<file path="src/rtl/dispatch_pkg.sv">
////////////////////////////////////////
// shared widths and sizes for the front end
// rv32i opcode constants and halt encoding
// instruction word union (i / u / r views)
////////////////////////////////////////

`default_nettype none

package dispatch_pkg;

	////////////////////////////////////////
	// widths and sizes
	////////////////////////////////////////

	// address and data width
	localparam int xlen = 32;
	// one imem line holds two instructions
	localparam int line_bits = 64;
	localparam int reg_idx_bits = 5;

	// dispatch queue geometry, depth is a power of two
	localparam int queue_depth = 4;
	localparam int queue_ptr_bits = 2;

	// x0 is hardwired, never tracked as busy
	localparam logic [reg_idx_bits-1:0] zero_reg = 5'd0;

	////////////////////////////////////////
	// rv32i major opcodes
	////////////////////////////////////////

	localparam logic [6:0] op_lui = 7'b0110111;
	localparam logic [6:0] op_auipc = 7'b0010111;
	localparam logic [6:0] op_jal = 7'b1101111;
	localparam logic [6:0] op_jalr = 7'b1100111;
	localparam logic [6:0] op_branch = 7'b1100011;
	localparam logic [6:0] op_load = 7'b0000011;
	localparam logic [6:0] op_store = 7'b0100011;
	localparam logic [6:0] op_imm = 7'b0010011;
	localparam logic [6:0] op_reg = 7'b0110011;
	localparam logic [6:0] op_system = 7'b1110011;

	// ecall, used as the halt marker
	localparam logic [xlen-1:0] inst_halt = 32'h0000_0073;

	// one instruction word, read through whichever view fits the opcode
	typedef union packed {
		struct packed {
			logic [11:0] imm12;
			logic [4:0] rs1;
			logic [2:0] funct3;
			logic [4:0] rd;
			logic [6:0] opcode;
		} i_fmt;
		struct packed {
			logic [19:0] imm20;
			logic [4:0] rd;
			logic [6:0] opcode;
		} u_fmt;
		// rs2 overlays the low five bits of imm12
		struct packed {
			logic [6:0] funct7;
			logic [4:0] rs2;
			logic [4:0] rs1;
			logic [2:0] funct3;
			logic [4:0] rd;
			logic [6:0] opcode;
		} r_fmt;
	} rv32_inst_u;

endpackage

`default_nettype wire
</file>
<file path="src/rtl/dispatch_top.sv">
////////////////////////////////////////
// front end top level
// fetch/decode -> dispatch queue -> issue
////////////////////////////////////////

`default_nettype none

module dispatch_top (
	input  logic clock,
	input  logic reset,
	input  logic [dispatch_pkg::line_bits-1:0] imem_data,
	input  logic imem_valid,
	input  logic squash,
	input  logic [dispatch_pkg::xlen-1:0] squash_pc,
	input  logic wb_valid,
	input  logic [dispatch_pkg::reg_idx_bits-1:0] wb_idx,
	output logic [dispatch_pkg::xlen-1:0] imem_addr,
	output logic issue_valid,
	output logic [dispatch_pkg::xlen-1:0] issue_pc,
	output logic [dispatch_pkg::xlen-1:0] issue_inst,
	output logic [dispatch_pkg::reg_idx_bits-1:0] issue_rs1,
	output logic [dispatch_pkg::reg_idx_bits-1:0] issue_rs2,
	output logic [dispatch_pkg::reg_idx_bits-1:0] issue_rd,
	output logic [dispatch_pkg::xlen-1:0] issue_imm,
	output logic issue_halt,
	output logic issue_illegal
);

	// decode to queue
	logic queue_full;
	logic dec_valid;
	logic [dispatch_pkg::xlen-1:0] dec_pc;
	logic [dispatch_pkg::xlen-1:0] dec_inst;
	logic [dispatch_pkg::reg_idx_bits-1:0] dec_rs1;
	logic dec_need_rs1;
	logic [dispatch_pkg::reg_idx_bits-1:0] dec_rs2;
	logic dec_need_rs2;
	logic [dispatch_pkg::reg_idx_bits-1:0] dec_rd;
	logic [dispatch_pkg::xlen-1:0] dec_imm;
	logic dec_halt;
	logic dec_illegal;

	// queue head to issue
	logic head_valid;
	logic head_pop;
	logic [dispatch_pkg::xlen-1:0] head_pc;
	logic [dispatch_pkg::xlen-1:0] head_inst;
	logic [dispatch_pkg::reg_idx_bits-1:0] head_rs1;
	logic head_need_rs1;
	logic [dispatch_pkg::reg_idx_bits-1:0] head_rs2;
	logic head_need_rs2;
	logic [dispatch_pkg::reg_idx_bits-1:0] head_rd;
	logic [dispatch_pkg::xlen-1:0] head_imm;
	logic head_halt;
	logic head_illegal;

	fetch_decode fetch_decode_i (
		.clock(clock),
		.reset(reset),
		.imem_data(imem_data),
		.imem_valid(imem_valid),
		.queue_full(queue_full),
		.squash(squash),
		.squash_pc(squash_pc),
		.imem_addr(imem_addr),
		.dec_valid(dec_valid),
		.dec_pc(dec_pc),
		.dec_inst(dec_inst),
		.dec_rs1(dec_rs1),
		.dec_need_rs1(dec_need_rs1),
		.dec_rs2(dec_rs2),
		.dec_need_rs2(dec_need_rs2),
		.dec_rd(dec_rd),
		.dec_imm(dec_imm),
		.dec_halt(dec_halt),
		.dec_illegal(dec_illegal)
	);

	// squash also flushes everything still waiting
	dispatch_queue dispatch_queue_i (
		.clock(clock),
		.reset(reset),
		.push(dec_valid),
		.push_pc(dec_pc),
		.push_inst(dec_inst),
		.push_rs1(dec_rs1),
		.push_need_rs1(dec_need_rs1),
		.push_rs2(dec_rs2),
		.push_need_rs2(dec_need_rs2),
		.push_rd(dec_rd),
		.push_imm(dec_imm),
		.push_halt(dec_halt),
		.push_illegal(dec_illegal),
		.pop(head_pop),
		.flush(squash),
		.full(queue_full),
		.head_valid(head_valid),
		.head_pc(head_pc),
		.head_inst(head_inst),
		.head_rs1(head_rs1),
		.head_need_rs1(head_need_rs1),
		.head_rs2(head_rs2),
		.head_need_rs2(head_need_rs2),
		.head_rd(head_rd),
		.head_imm(head_imm),
		.head_halt(head_halt),
		.head_illegal(head_illegal)
	);

	issue_scoreboard issue_scoreboard_i (
		.clock(clock),
		.reset(reset),
		.head_valid(head_valid),
		.head_pc(head_pc),
		.head_inst(head_inst),
		.head_rs1(head_rs1),
		.head_need_rs1(head_need_rs1),
		.head_rs2(head_rs2),
		.head_need_rs2(head_need_rs2),
		.head_rd(head_rd),
		.head_imm(head_imm),
		.head_halt(head_halt),
		.head_illegal(head_illegal),
		.squash(squash),
		.wb_valid(wb_valid),
		.wb_idx(wb_idx),
		.head_pop(head_pop),
		.issue_valid(issue_valid),
		.issue_pc(issue_pc),
		.issue_inst(issue_inst),
		.issue_rs1(issue_rs1),
		.issue_rs2(issue_rs2),
		.issue_rd(issue_rd),
		.issue_imm(issue_imm),
		.issue_halt(issue_halt),
		.issue_illegal(issue_illegal)
	);

endmodule

`default_nettype wire

</file>
<file path="src/rtl/issue_scoreboard.sv">
////////////////////////////////////////
// in-order issue with busy scoreboard
// 32 busy bits, set on issue, cleared on wb
////////////////////////////////////////

`default_nettype none

module issue_scoreboard (
	input  logic clock,
	input  logic reset,
	input  logic head_valid,
	input  logic [dispatch_pkg::xlen-1:0] head_pc,
	input  logic [dispatch_pkg::xlen-1:0] head_inst,
	input  logic [dispatch_pkg::reg_idx_bits-1:0] head_rs1,
	input  logic head_need_rs1,
	input  logic [dispatch_pkg::reg_idx_bits-1:0] head_rs2,
	input  logic head_need_rs2,
	input  logic [dispatch_pkg::reg_idx_bits-1:0] head_rd,
	input  logic [dispatch_pkg::xlen-1:0] head_imm,
	input  logic head_halt,
	input  logic head_illegal,
	input  logic squash,
	input  logic wb_valid,
	input  logic [dispatch_pkg::reg_idx_bits-1:0] wb_idx,
	output logic head_pop,
	output logic issue_valid,
	output logic [dispatch_pkg::xlen-1:0] issue_pc,
	output logic [dispatch_pkg::xlen-1:0] issue_inst,
	output logic [dispatch_pkg::reg_idx_bits-1:0] issue_rs1,
	output logic [dispatch_pkg::reg_idx_bits-1:0] issue_rs2,
	output logic [dispatch_pkg::reg_idx_bits-1:0] issue_rd,
	output logic [dispatch_pkg::xlen-1:0] issue_imm,
	output logic issue_halt,
	output logic issue_illegal
);

	// one bit per architectural register
	logic [(1 << dispatch_pkg::reg_idx_bits)-1:0] busy;
	logic rs1_busy;
	logic rs2_busy;

	////////////////////////////////////////
	// issue check
	////////////////////////////////////////

	// unused sources never block
	assign rs1_busy = head_need_rs1 && busy[head_rs1];
	assign rs2_busy = head_need_rs2 && busy[head_rs2];

	// head leaves the queue the cycle it issues
	assign head_pop = head_valid && !rs1_busy && !rs2_busy && !squash;

	////////////////////////////////////////
	// scoreboard update
	////////////////////////////////////////

	always_ff @(posedge clock) begin
		if (reset || squash) begin
			busy <= '0;
		end else begin
			// clear first so a same cycle issue keeps rd busy
			if (wb_valid) begin
				busy[wb_idx] <= 1'b0;
			end
			if (head_pop && head_rd != dispatch_pkg::zero_reg) begin
				busy[head_rd] <= 1'b1;
			end
		end
	end

	// issue valid lands one cycle after the pop edge
	always_ff @(posedge clock) begin
		if (reset) begin
			issue_valid <= 1'b0;
		end else begin
			issue_valid <= head_pop;
		end
	end

	// issued instruction payload
	always_ff @(posedge clock) begin
		if (head_pop) begin
			issue_pc <= head_pc;
			issue_inst <= head_inst;
			issue_rs1 <= head_rs1;
			issue_rs2 <= head_rs2;
			issue_rd <= head_rd;
			issue_imm <= head_imm;
			issue_halt <= head_halt;
			issue_illegal <= head_illegal;
		end
	end

	// popped sources are free
	// unused ones arrive as x0 which is never busy
	assert property (@(posedge clock) disable iff (reset)
		head_pop |-> (!busy[head_rs1] && !busy[head_rs2]));

endmodule

`default_nettype wire

</file>
<file path="src/rtl/dispatch_queue.sv">
////////////////////////////////////////
// dispatch queue
// circular FIFO of decoded instructions
////////////////////////////////////////

`default_nettype none

module dispatch_queue (
	input  logic clock,
	input  logic reset,
	input  logic push,
	input  logic [dispatch_pkg::xlen-1:0] push_pc,
	input  logic [dispatch_pkg::xlen-1:0] push_inst,
	input  logic [dispatch_pkg::reg_idx_bits-1:0] push_rs1,
	input  logic push_need_rs1,
	input  logic [dispatch_pkg::reg_idx_bits-1:0] push_rs2,
	input  logic push_need_rs2,
	input  logic [dispatch_pkg::reg_idx_bits-1:0] push_rd,
	input  logic [dispatch_pkg::xlen-1:0] push_imm,
	input  logic push_halt,
	input  logic push_illegal,
	input  logic pop,
	input  logic flush,
	output logic full,
	output logic head_valid,
	output logic [dispatch_pkg::xlen-1:0] head_pc,
	output logic [dispatch_pkg::xlen-1:0] head_inst,
	output logic [dispatch_pkg::reg_idx_bits-1:0] head_rs1,
	output logic head_need_rs1,
	output logic [dispatch_pkg::reg_idx_bits-1:0] head_rs2,
	output logic head_need_rs2,
	output logic [dispatch_pkg::reg_idx_bits-1:0] head_rd,
	output logic [dispatch_pkg::xlen-1:0] head_imm,
	output logic head_halt,
	output logic head_illegal
);

	// entry storage, one array per field
	logic [dispatch_pkg::xlen-1:0] pc_mem [dispatch_pkg::queue_depth];
	logic [dispatch_pkg::xlen-1:0] inst_mem [dispatch_pkg::queue_depth];
	logic [dispatch_pkg::reg_idx_bits-1:0] rs1_mem [dispatch_pkg::queue_depth];
	logic need_rs1_mem [dispatch_pkg::queue_depth];
	logic [dispatch_pkg::reg_idx_bits-1:0] rs2_mem [dispatch_pkg::queue_depth];
	logic need_rs2_mem [dispatch_pkg::queue_depth];
	logic [dispatch_pkg::reg_idx_bits-1:0] rd_mem [dispatch_pkg::queue_depth];
	logic [dispatch_pkg::xlen-1:0] imm_mem [dispatch_pkg::queue_depth];
	logic halt_mem [dispatch_pkg::queue_depth];
	logic illegal_mem [dispatch_pkg::queue_depth];

	// pointers wrap naturally at the power of two depth
	logic [dispatch_pkg::queue_ptr_bits-1:0] rd_ptr;
	logic [dispatch_pkg::queue_ptr_bits-1:0] wr_ptr;
	// one extra bit to tell full from empty
	logic [dispatch_pkg::queue_ptr_bits:0] count;

	assign full = count == (dispatch_pkg::queue_ptr_bits+1)'(dispatch_pkg::queue_depth);
	assign head_valid = count != '0;

	// write port
	always_ff @(posedge clock) begin
		if (push) begin
			pc_mem[wr_ptr] <= push_pc;
			inst_mem[wr_ptr] <= push_inst;
			rs1_mem[wr_ptr] <= push_rs1;
			need_rs1_mem[wr_ptr] <= push_need_rs1;
			rs2_mem[wr_ptr] <= push_rs2;
			need_rs2_mem[wr_ptr] <= push_need_rs2;
			rd_mem[wr_ptr] <= push_rd;
			imm_mem[wr_ptr] <= push_imm;
			halt_mem[wr_ptr] <= push_halt;
			illegal_mem[wr_ptr] <= push_illegal;
		end
	end

	// pointers and occupancy, flush empties the queue
	always_ff @(posedge clock) begin
		if (reset || flush) begin
			rd_ptr <= '0;
			wr_ptr <= '0;
			count <= '0;
		end else begin
			if (push) begin
				wr_ptr <= wr_ptr + 1'b1;
			end
			if (pop) begin
				rd_ptr <= rd_ptr + 1'b1;
			end
			if (push && !pop) begin
				count <= count + 1'b1;
			end else if (pop && !push) begin
				count <= count - 1'b1;
			end
		end
	end

	// head read port
	assign head_pc = pc_mem[rd_ptr];
	assign head_inst = inst_mem[rd_ptr];
	assign head_rs1 = rs1_mem[rd_ptr];
	assign head_need_rs1 = need_rs1_mem[rd_ptr];
	assign head_rs2 = rs2_mem[rd_ptr];
	assign head_need_rs2 = need_rs2_mem[rd_ptr];
	assign head_rd = rd_mem[rd_ptr];
	assign head_imm = imm_mem[rd_ptr];
	assign head_halt = halt_mem[rd_ptr];
	assign head_illegal = illegal_mem[rd_ptr];

	// producer and consumer must respect the levels
	assert property (@(posedge clock) disable iff (reset) push |-> !full);
	assert property (@(posedge clock) disable iff (reset) pop |-> head_valid);

endmodule

`default_nettype wire

</file>
<file path="src/rtl/fetch_decode.sv">
////////////////////////////////////////
// fetch and decode stage
// program counter, line half select,
// rv32i decoder, halt stop and redirect
////////////////////////////////////////

`default_nettype none

module fetch_decode (
	input  logic clock,
	input  logic reset,
	input  logic [dispatch_pkg::line_bits-1:0] imem_data,
	input  logic imem_valid,
	input  logic queue_full,
	input  logic squash,
	input  logic [dispatch_pkg::xlen-1:0] squash_pc,
	output logic [dispatch_pkg::xlen-1:0] imem_addr,
	output logic dec_valid,
	output logic [dispatch_pkg::xlen-1:0] dec_pc,
	output logic [dispatch_pkg::xlen-1:0] dec_inst,
	output logic [dispatch_pkg::reg_idx_bits-1:0] dec_rs1,
	output logic dec_need_rs1,
	output logic [dispatch_pkg::reg_idx_bits-1:0] dec_rs2,
	output logic dec_need_rs2,
	output logic [dispatch_pkg::reg_idx_bits-1:0] dec_rd,
	output logic [dispatch_pkg::xlen-1:0] dec_imm,
	output logic dec_halt,
	output logic dec_illegal
);

	// pc of the instruction being fetched
	logic [dispatch_pkg::xlen-1:0] pc;
	// set once a halt or illegal has been queued
	logic halted;

	dispatch_pkg::rv32_inst_u inst_word;
	logic [6:0] opcode;

	// opcode classes
	logic is_lui;
	logic is_auipc;
	logic is_jal;
	logic is_jalr;
	logic is_branch;
	logic is_load;
	logic is_store;
	logic is_imm;
	logic is_reg;
	logic writes_rd;

	logic [dispatch_pkg::xlen-1:0] imm_i;
	logic [dispatch_pkg::xlen-1:0] imm_u;

	////////////////////////////////////////
	// fetch
	////////////////////////////////////////

	// memory is addressed by line
	assign imem_addr = {pc[dispatch_pkg::xlen-1:3], 3'b000};

	// pc[2] picks the upper word of the line
	assign inst_word = pc[2] ? imem_data[dispatch_pkg::line_bits-1:dispatch_pkg::xlen]
		: imem_data[dispatch_pkg::xlen-1:0];

	// nothing is produced while halted, full or squashing
	assign dec_valid = imem_valid && !queue_full && !halted && !squash;

	////////////////////////////////////////
	// decode
	////////////////////////////////////////

	assign opcode = inst_word.i_fmt.opcode;

	assign is_lui = opcode == dispatch_pkg::op_lui;
	assign is_auipc = opcode == dispatch_pkg::op_auipc;
	assign is_jal = opcode == dispatch_pkg::op_jal;
	assign is_jalr = opcode == dispatch_pkg::op_jalr;
	assign is_branch = opcode == dispatch_pkg::op_branch;
	assign is_load = opcode == dispatch_pkg::op_load;
	assign is_store = opcode == dispatch_pkg::op_store;
	assign is_imm = opcode == dispatch_pkg::op_imm;
	assign is_reg = opcode == dispatch_pkg::op_reg;

	// only the exact ecall word is a halt
	// other system ops fall out as illegal
	assign dec_halt = (opcode == dispatch_pkg::op_system)
		&& (inst_word == dispatch_pkg::inst_halt);
	assign dec_illegal = !(is_lui || is_auipc || is_jal || is_jalr || is_branch
		|| is_load || is_store || is_imm || is_reg || dec_halt);

	// source requests with the index forced to x0 when unused
	assign dec_need_rs1 = !(is_lui || is_auipc || is_jal || dec_halt);
	assign dec_rs1 = dec_need_rs1 ? inst_word.i_fmt.rs1 : dispatch_pkg::zero_reg;
	assign dec_need_rs2 = is_reg || is_store || is_branch;
	assign dec_rs2 = dec_need_rs2 ? inst_word.r_fmt.rs2 : dispatch_pkg::zero_reg;

	// destination
	assign writes_rd = is_reg || is_imm || is_load || is_lui || is_auipc || is_jal || is_jalr;
	assign dec_rd = writes_rd ? inst_word.i_fmt.rd : dispatch_pkg::zero_reg;

	// immediates from both views of the word
	assign imm_i = {{(dispatch_pkg::xlen-12){inst_word.i_fmt.imm12[11]}}, inst_word.i_fmt.imm12};
	assign imm_u = {inst_word.u_fmt.imm20, 12'b0};

	always_comb begin
		if (is_lui || is_auipc) begin
			dec_imm = imm_u;
		end else if (is_reg) begin
			dec_imm = '0;
		end else begin
			// sign extended i view for everything else
			dec_imm = imm_i;
		end
	end

	assign dec_pc = pc;
	assign dec_inst = inst_word;

	////////////////////////////////////////
	// pc and halt state
	////////////////////////////////////////

	always_ff @(posedge clock) begin
		if (reset) begin
			pc <= '0;
			halted <= 1'b0;
		end else if (squash) begin
			// redirect wins over everything
			pc <= squash_pc;
			halted <= 1'b0;
		end else if (dec_valid) begin
			pc <= pc + {{(dispatch_pkg::xlen-3){1'b0}}, 3'd4};
			if (dec_halt || dec_illegal) begin
				halted <= 1'b1;
			end
		end
	end

	// squash targets keep the pc word aligned
	assert property (@(posedge clock) disable iff (reset)
		pc[1:0] == 2'b00);

endmodule

`default_nettype wire

</file>
<file path="config.mk">
export PLATFORM = sky130hd
export DESIGN_NAME = dispatch_top
export DESIGN_NICKNAME = d
export VERILOG_FILES = /design/src/rtl/dispatch_pkg.sv /design/src/rtl/dispatch_top.sv /design/src/rtl/issue_scoreboard.sv /design/src/rtl/dispatch_queue.sv /design/src/rtl/fetch_decode.sv
export SDC_FILE = /design/constraint.sdc
export NUM_CORES = 1
export LEC_CHECK = 0
export BUFFER_PORTS_ARGS = -buffer_cell sky130_fd_sc_hd__buf_2
export CAP_MARGIN = 20
export CORE_MARGIN = 1
export CORE_UTILIZATION = 59
export CTS_CLUSTER_DIAMETER = 80
export DETAILED_ROUTE_END_ITERATION = 8
export GPL_TIMING_DRIVEN = 0
export PLACE_DENSITY = 0.83
export SYNTH_ARGS = -nofsm -noshare
export SYNTH_HDL_FRONTEND = slang
export SYNTH_SLANG_ARGS = --single-unit
</file>
<file path="constraint.sdc">
create_clock -name clock -period 10.92 [get_ports clock]
set_clock_uncertainty 0.05 [all_clocks]
set_input_delay 0.546 -clock clock [delete_from_list [all_inputs] [get_ports clock]]
set_output_delay 0.546 -clock clock [all_outputs]
set_load 0.02 [all_outputs]
</file>
==> flow_summary_export.csv, run 1 <==
group,metric,value,unit
outcome,status,"finished, final reports clean",
yosys,ys_warn_count,0,
power,power_switching,0.001198,W
timing,finalSetupTns,0,ns
finish,drive_gt1_frac,0.2924,
cts,cts_buffers,61,
yosys,seq_area_frac_synth,0.7369,
floorplanning,rows,75,
placement,dp_hpwl,36.99,mm
timing,min_period,4.487,ns
finish,nets,1871,
critical_path,max_stage_delay,0.65,ns
worst_hold_path,holdCritStartpoint,"squash_pc[10]",
yosys,ys_ff_latch,648,
timing,fmax,222.9,MHz
power,clkPwrFrac,0.400,
finish,ff_latch_area,18710,um2
yosys,synth_cells,1433,
timing,slew_headroom,0.2963,
global_routing,track_usage,0.2681,
cts,cts.clk_slew.worst_paths,0.06,ns
yosys,synth-edff-count,573,
floorplanning,die_h,209.4,um
placement,gp_congestion,0.9088,
power,total_power,0.005417,W
yosys,ys_types,56,
timing,drv_slew,0,
drt,via_per_inst,6.151,
timing,setup_viol,0,
job,maxCapViolations,0,
timing,fin_crit_sh,0.4109,
cts,cts_sinks,648,
drt,drt-total-wl,58.25,mm
global_routing,grt_max_degree,46,
yosys,avgSynthCellArea,17.72,um2
cts,cts.htree.levels,2,
drt,drc,0,
global_routing,grt_pass1_vias,14380,
critical_path,critPathKind,"flop to flop",
finish,multi_input_area,5981,um2
floorplanning,core_area,42230,um2
worst_hold_path,hold_path_depth,3,
yosys,synth_area,25390,um2
power,pwr-share-comb,0.078,
drt,drtPass1Iterations,7,
drt,first_iter_violations,1436,
critical_path,path_cells,"clkbuf_2 > clkbuf_1 > mux4_2 > o311ai_0 > o31ai_1 > nor4_1 > nand4b_4 > nand2b_1 > ha_1 > inv_1 > fa_1 > xor2_1 > or3_1 > a21oi_1",
drt,final_antenna_net_count,0,
finish,areaGrowthSynthToFinish,16.89,%
power,intPower,0.004218,W
cts,cts_resized,0,
drt,wl_per_cell,24.80,um
power,vdd_ir_drop_max,0.0001813,V
cts,cts_max_path_buffers,3,
global_routing,grt-ovfl-total,0,
worst_hold_path,min_to,"fetch_decode_i.dec_pc[10]",
cts,clock-root-buffer,"clkbuf_16",
power,seq_power_share,0.523,
timing,worstMarginPinSlew,1.053,ns
worst_hold_path,hp-class,"primary input to flop",
placement,port_buffers,245,
floorplanning,initial_core_util,0.6012,
cts,holdBufCountCts,0,
power,leakagePower,10.14,nW
yosys,async_flop_share,0,
finish,layoutNonFillerInstCount,2349,
cts,cts_setup_buffers,0,
critical_path,cp.arrival,4.98,ns
yosys,synth_top_flop_cell,"edfxtp_1",
floorplanning,ios,252,
timing,hold_viol,0,
cts,cts_tree,"done",
global_routing,antenna_found_initial,1,
global_routing,grt_pass1_wl,86.72,mm
drt,num_vias,14450,
power,pwr_density_cell,182.5,nW/um2
critical_path,slowest_stage,"nor4_1",
critical_path,r2r-end,"dispatch_queue_i.count[2]",
critical_path,critPathCaptureType,"flop",
critical_path,required,11.41,ns
finish,fillers,2586,
critical_path,rrSetupSlack,6.43,ns
placement,placed_cells,2232,
critical_path,reg2regPathDepth,14,
floorplanning,dieArea,43870,um2
critical_path,path_max_fanout,10,
timing,rsz0062_at_grt,"false",
cts,clk_latency,0.63,ns
floorplanning,dieWidth,209.4,um
power,power.share.switching,0.2212,
critical_path,cp-start-kind,"flop",
==> worst max path at each step <==
stage,end,depth (start not counted)
after floorplan,issue_scoreboard_i.issue_halt,9
after global placement,issue_scoreboard_i.issue_inst[15],10
after detailed placement,dispatch_queue_i.count[2],14
after CTS,dispatch_queue_i.count[2],14
after global routing,dispatch_queue_i.count[2],14
final,dispatch_queue_i.count[2],14
==> registers in the layout, indices dropped and copies added (netlist names), 32 cells and up, named ones only <==
register and cells:
fetch_decode_i.dec_pc 32, issue_scoreboard_i.issue_imm 32, dispatch_queue_i.imm_mem 128, dispatch_queue_i.inst_mem 128
dispatch_queue_i.pc_mem 128, issue_scoreboard_i.issue_inst 32, issue_scoreboard_i.issue_pc 32, issue_scoreboard_i.busy 32
==> metal layers <==
layer,track usage,up-vias,wire length [um]
met5,0,-,0
met4,0.1047,0,2002
met3,0.04265,136,4401
met2,0.4317,743,28670
met1,0.3733,7330,23180
li1,-,6239,-
==> placed cells by master (no fill, tap or decap), drive strengths merged, types with 9 or more instances in the layout <==
cell	n
nor3	11
dfxtp	75
o21ai	28
inv	48
xnor2	16
mux2i	67
mux4	115
clkbuf	122
nand4	18
nand3	35
buf	325
nand2	48
nor2	93
clkinv	15
edfxtp	573
a21oi	32
nor2b	9
xor2	13
nand2b	12
o31ai	33
==> power groups by stage <==
stage	Combinational (W)	Clock [W]	Sequential, W
floorplan	0.000237	0	0.00291
global placement	0.000390	0	0.00289
detailed placement	0.000415	0	0.00288
CTS	0.000419	0.00219	0.00283
global route	0.000447	0.00228	0.00284
finish	0.000420	0.00217	0.00283
==> cells in the mapped netlist (2+ instances only) <==
master	count	area (um2)
a211oi_1	7	52.55
a21o_1	4	30.03
a21oi_1	32	160.2
a22oi_1	3	22.52
a31oi_1	2	12.51
and2_1	7	43.79
and3_1	2	12.51
and3b_1	3	26.28
and4_1	2	17.52
buf_1	19	71.32
buf_2	8	40.04
buf_4	32	240.2
buf_6	6	67.56
clkbuf_1	33	123.9
dfxtp_1	75	1501
edfxtp_1	573	17210
ha_1	6	75.07
inv_1	47	176.4
mux2_2	8	90.09
mux2i_1	67	670.6
mux4_2	115	2590
nand2_1	48	180.2
nand2b_1	12	75.07
nand3_1	35	175.2
nand3b_1	4	30.03
nand4_1	18	112.6
nor2_1	93	349.1
nor2b_1	9	56.30
nor3_1	11	55.05
nor3b_1	5	37.54
nor4_1	6	37.54
o211ai_1	8	60.06
o21a_1	5	37.54
o21ai_0	28	140.1
o22ai_1	5	31.28
o311ai_0	5	43.79
o31ai_1	33	247.7
or2_2	4	25.02
or3_1	8	50.05
or3b_2	2	17.52
xnor2_1	16	140.1
xor2_1	13	113.9
==> worst max-delay path, delay by kind of cell, from the launching register on <==
| family | cells | cell delay (ns) |
|---|---|---|
| xor gates and xnor gates | 1 | 0.16 |
| and+or+nand+nor | 4 | 1.46 |
| adders and majority gates | 2 | 0.58 |
| DFF | 1 | 0.31 |
| muxes | 1 | 0.48 |
| AOI/OAI and AO/OA | 3 | 0.45 |
| buffers and inverters | 3 | 0.90 |
==> kinds of logic (layout without fill, tap and decap cells) <==
family                   Yosys count  after routing  share of synthesized area
adder cells (fa/ha/maj)            7              7                   0.003745
AND/OR/NAND/NOR                  273            273                    0.05323
flip-flops                       648            648                     0.7369
XOR/XNOR                          29             29                    0.01000
other                              1              4                  0.0001477
multiplexers                     190            190                     0.1320
buffers and inverters            146            520                    0.02853
AO/OA/AOI/OAI                    139            139                    0.03548
==> layout make-up <==
class | count | area share
Sequential cell | 648 | 0.6304
Multi-Input combinational cell | 641 | 0.2015
Clock buffer | 88 | 0.05730
Timing Repair Buffer | 260 | 0.05228
Tap cell | 539 | 0.02272
Buffer | 99 | 0.01847
Clock inverter | 26 | 0.01130
Inverter | 47 | 0.005945
Antenna cell | 1 | 0.00008432
==> per-stage QoR <==
step / area [um2] / util / hold slack [ns] / worst slack (ns)
after CTS: 29650 / 0.7023 / 0.09061 / 6.509
after global routing: 29680 / 0.7028 / 0.1159 / 6.296
after global placement: 27300 / 0.6464 / 0.4019 / -0.5191
final: 29680 / 0.7028 / 0.1262 / 6.433
after detailed placement: 27620 / 0.6540 / 0.4067 / 6.596
after floorplan: 25400 / - / 0.3704 / 3.303
Note: power is estimated with default switching activity, not from simulation.
==> run 2, diff against run 1 <==
Clock period 10.92 ns to 4.4 ns, I/O delays scaled along.
==> flow_summary_export.csv, run 2 (synthesis gave the netlist of run 1 again) <==
group,metric,value,unit
outcome,status,"finished, final reports clean",
finish,layout_common_cells,"edfxtp_1 (573), buf_2 (252), mux4_2 (115), nor2_1 (92), dfxtp_1 (75)",
finish,nets,1913,
placement,placed_cells,2232,
cts,cts.clk_slew.worst_paths,0.06,ns
critical_path,critPathKind,"flop to flop",
global_routing,grt_pass1_vias,14610,
timing,hold_viol,0,
critical_path,cpMostUsedCell,"buf_6",
worst_hold_path,hp-class,"primary input to flop",
timing,fin_crit_sh,0.9538,
job,maxCapViolations,0,
critical_path,critPathCaptureType,"flop",
timing,worstMarginPinSlew,1.126,ns
finish,layoutNonFillerInstCount,2389,
floorplanning,rows,75,
critical_path,slowest_stage,"mux4_2",
drt,wl_per_cell,24.68,um
timing,setup_viol,0,
placement,gp_congestion,0.9012,
placement,port_buffers,245,
finish,areaGrowthSynthToFinish,17.94,%
critical_path,required,4.89,ns
timing,min_period,4.197,ns
global_routing,grt_pass1_wl,87.84,mm
power,pwr_density_cell,434.9,nW/um2
placement,pre_cts_slack,0.01005,ns
finish,reg_top3,"dispatch_queue_i.imm_mem (128), dispatch_queue_i.inst_mem (128), dispatch_queue_i.pc_mem (128)",
critical_path,path_cells,"buf_6 > mux4_2 > buf_6 > mux2i_1 > o311ai_0 > o31ai_1 > nor4_2 > nand4b_4 > nand2b_1 > ha_1 > inv_1 > fa_1 > xor2_1 > or3_1 > a21oi_1",
critical_path,cp-start-kind,"flop",
drt,via_per_inst,6.146,
drt,drtPass1Iterations,8,
cts,cts_setup_buffers,0,
power,leakagePower,10.24,nW
timing,fmax,238.3,MHz
finish,drive_gt1_frac,0.2823,
critical_path,path_max_fanout,10,
floorplanning,initial_core_util,0.6012,
critical_path,critical-path-top-delay-family,"simple AND/OR/NAND/NOR gates",
global_routing,antenna_found_initial,2,
power,total_power,0.01302,W
finish,final_common_cell,"edfxtp_1",
cts,cts_buffers,61,
global_routing,grt-ovfl-total,0,
drt,first_iter_violations,1548,
cts,cts_max_path_buffers,3,
drt,final_antenna_net_count,0,
timing,slew_headroom,0.2475,
cts,clock-root-buffer,"clkbuf_16",
floorplanning,dieArea,43870,um2
floorplanning,die_h,209.4,um
critical_path,timing.critical_path.buf_inv,3,
timing,postLayoutSetupSlackWorst,0.2031,ns
cts,cts.htree.levels,2,
drt,num_vias,14680,
power,vdd_ir_drop_max,0.0003509,V
drt,drt-total-wl,58.96,mm
cts,clk_latency,0.62,ns
timing,drv_slew,0,
floorplanning,ios,252,
critical_path,max_stage_delay,0.52,ns
cts,cts_tree,"done",
drt,drc,0,
global_routing,track_usage,0.2718,
timing,whs,0.03825,ns
finish,fillers,2584,
placement,dp_hpwl,36.98,mm
cts,cts_sinks,648,
critical_path,cp.arrival,4.69,ns
floorplanning,core_area,42230,um2
global_routing,grt_max_degree,51,
floorplanning,dieWidth,209.4,um
run 2: cell count changes in the layout (fill, tap and decap cells not counted), sizes merged:
cell / change
bufinv: -6
buf: -2
clkbuf: -5
dlygate4sd3: +43
clkinv: +8
clkinvlp: -1
inv: +3
run 2: path summary, 6_finish.rpt:
path                              start                           to  slack (ns)  depth (start not counted)
max reg2reg                        flop    dispatch_queue_i.count[2]        0.20                         15
min                            wb_valid  issue_scoreboard_i.busy[30]        0.04                          4
max                                flop    dispatch_queue_i.count[2]        0.20                         15
min reg2reg  issue_scoreboard_i.busy[0]   issue_scoreboard_i.busy[0]        0.42                          2
run 2: routing by layer:
| layer | up-vias | wire [um] | global-route usage |
|---|---|---|---|
| met5 | - | 13 | 0 |
| met4 | 2 | 1821 | 0.08925 |
| met3 | 141 | 4898 | 0.05387 |
| li1 | 6343 | - | - |
| met2 | 818 | 29450 | 0.4501 |
| met1 | 7379 | 22780 | 0.3661 |
run 2: worst reg2reg max path, delay by kind of cell, from the launching register on:
kind	cells	cell delay, ns
muxes	2	0.66
xor gates and xnor gates	1	0.18
AOI/OAI and AO/OA	3	0.61
adders and majority gates	2	0.60
and+or+nand+nor	4	1.28
DFF	1	0.33
buffers and inverters	3	0.41
run 2: per-stage QoR:
stage / utilization / area, um2 / setup TNS (ns)
finish: 0.7091 / 29940 / 0
global route: 0.7091 / 29940 / -0.002668
CTS: 0.7085 / 29920 / 0
detailed placement: 0.6546 / 27640 / 0
global placement: 0.6466 / 27300 / -1162.35
floorplan: - / 25400 / 0
run 2: power by group:
part | internal [W] | switching, W
logic | 0.000421 | 0.000668
registers | 0.00694 | 0.0000895
clock network | 0.00272 | 0.00219
run 2: cell type report:
class | instances | area [um2] | share of cell area
inverter | 47 | 176.4 | 0.005892
buffer | 99 | 551.8 | 0.01843
clock buffer | 82 | 1635 | 0.05461
timing repair buffer | 302 | 1999 | 0.06677
tap | 539 | 674.4 | 0.02252
antenna | 1 | 2.502 | 0.00008357
clock inverter | 30 | 209.0 | 0.006978
multi-input combinational | 641 | 5987 | 0.1999
sequential | 648 | 18710 | 0.6248
run 2: repair_timing:
| item | CTS | global route |
|---|---|---|
| resized for setup | 1 | 2 |
| pin swaps | 0 | 0 |
| endpoints found under the hold margin | 58 | 0 |
| cloned | 0 | 0 |
| hold buffers | 43 | 0 |
| endpoints found under the setup margin | 1 | 1 |
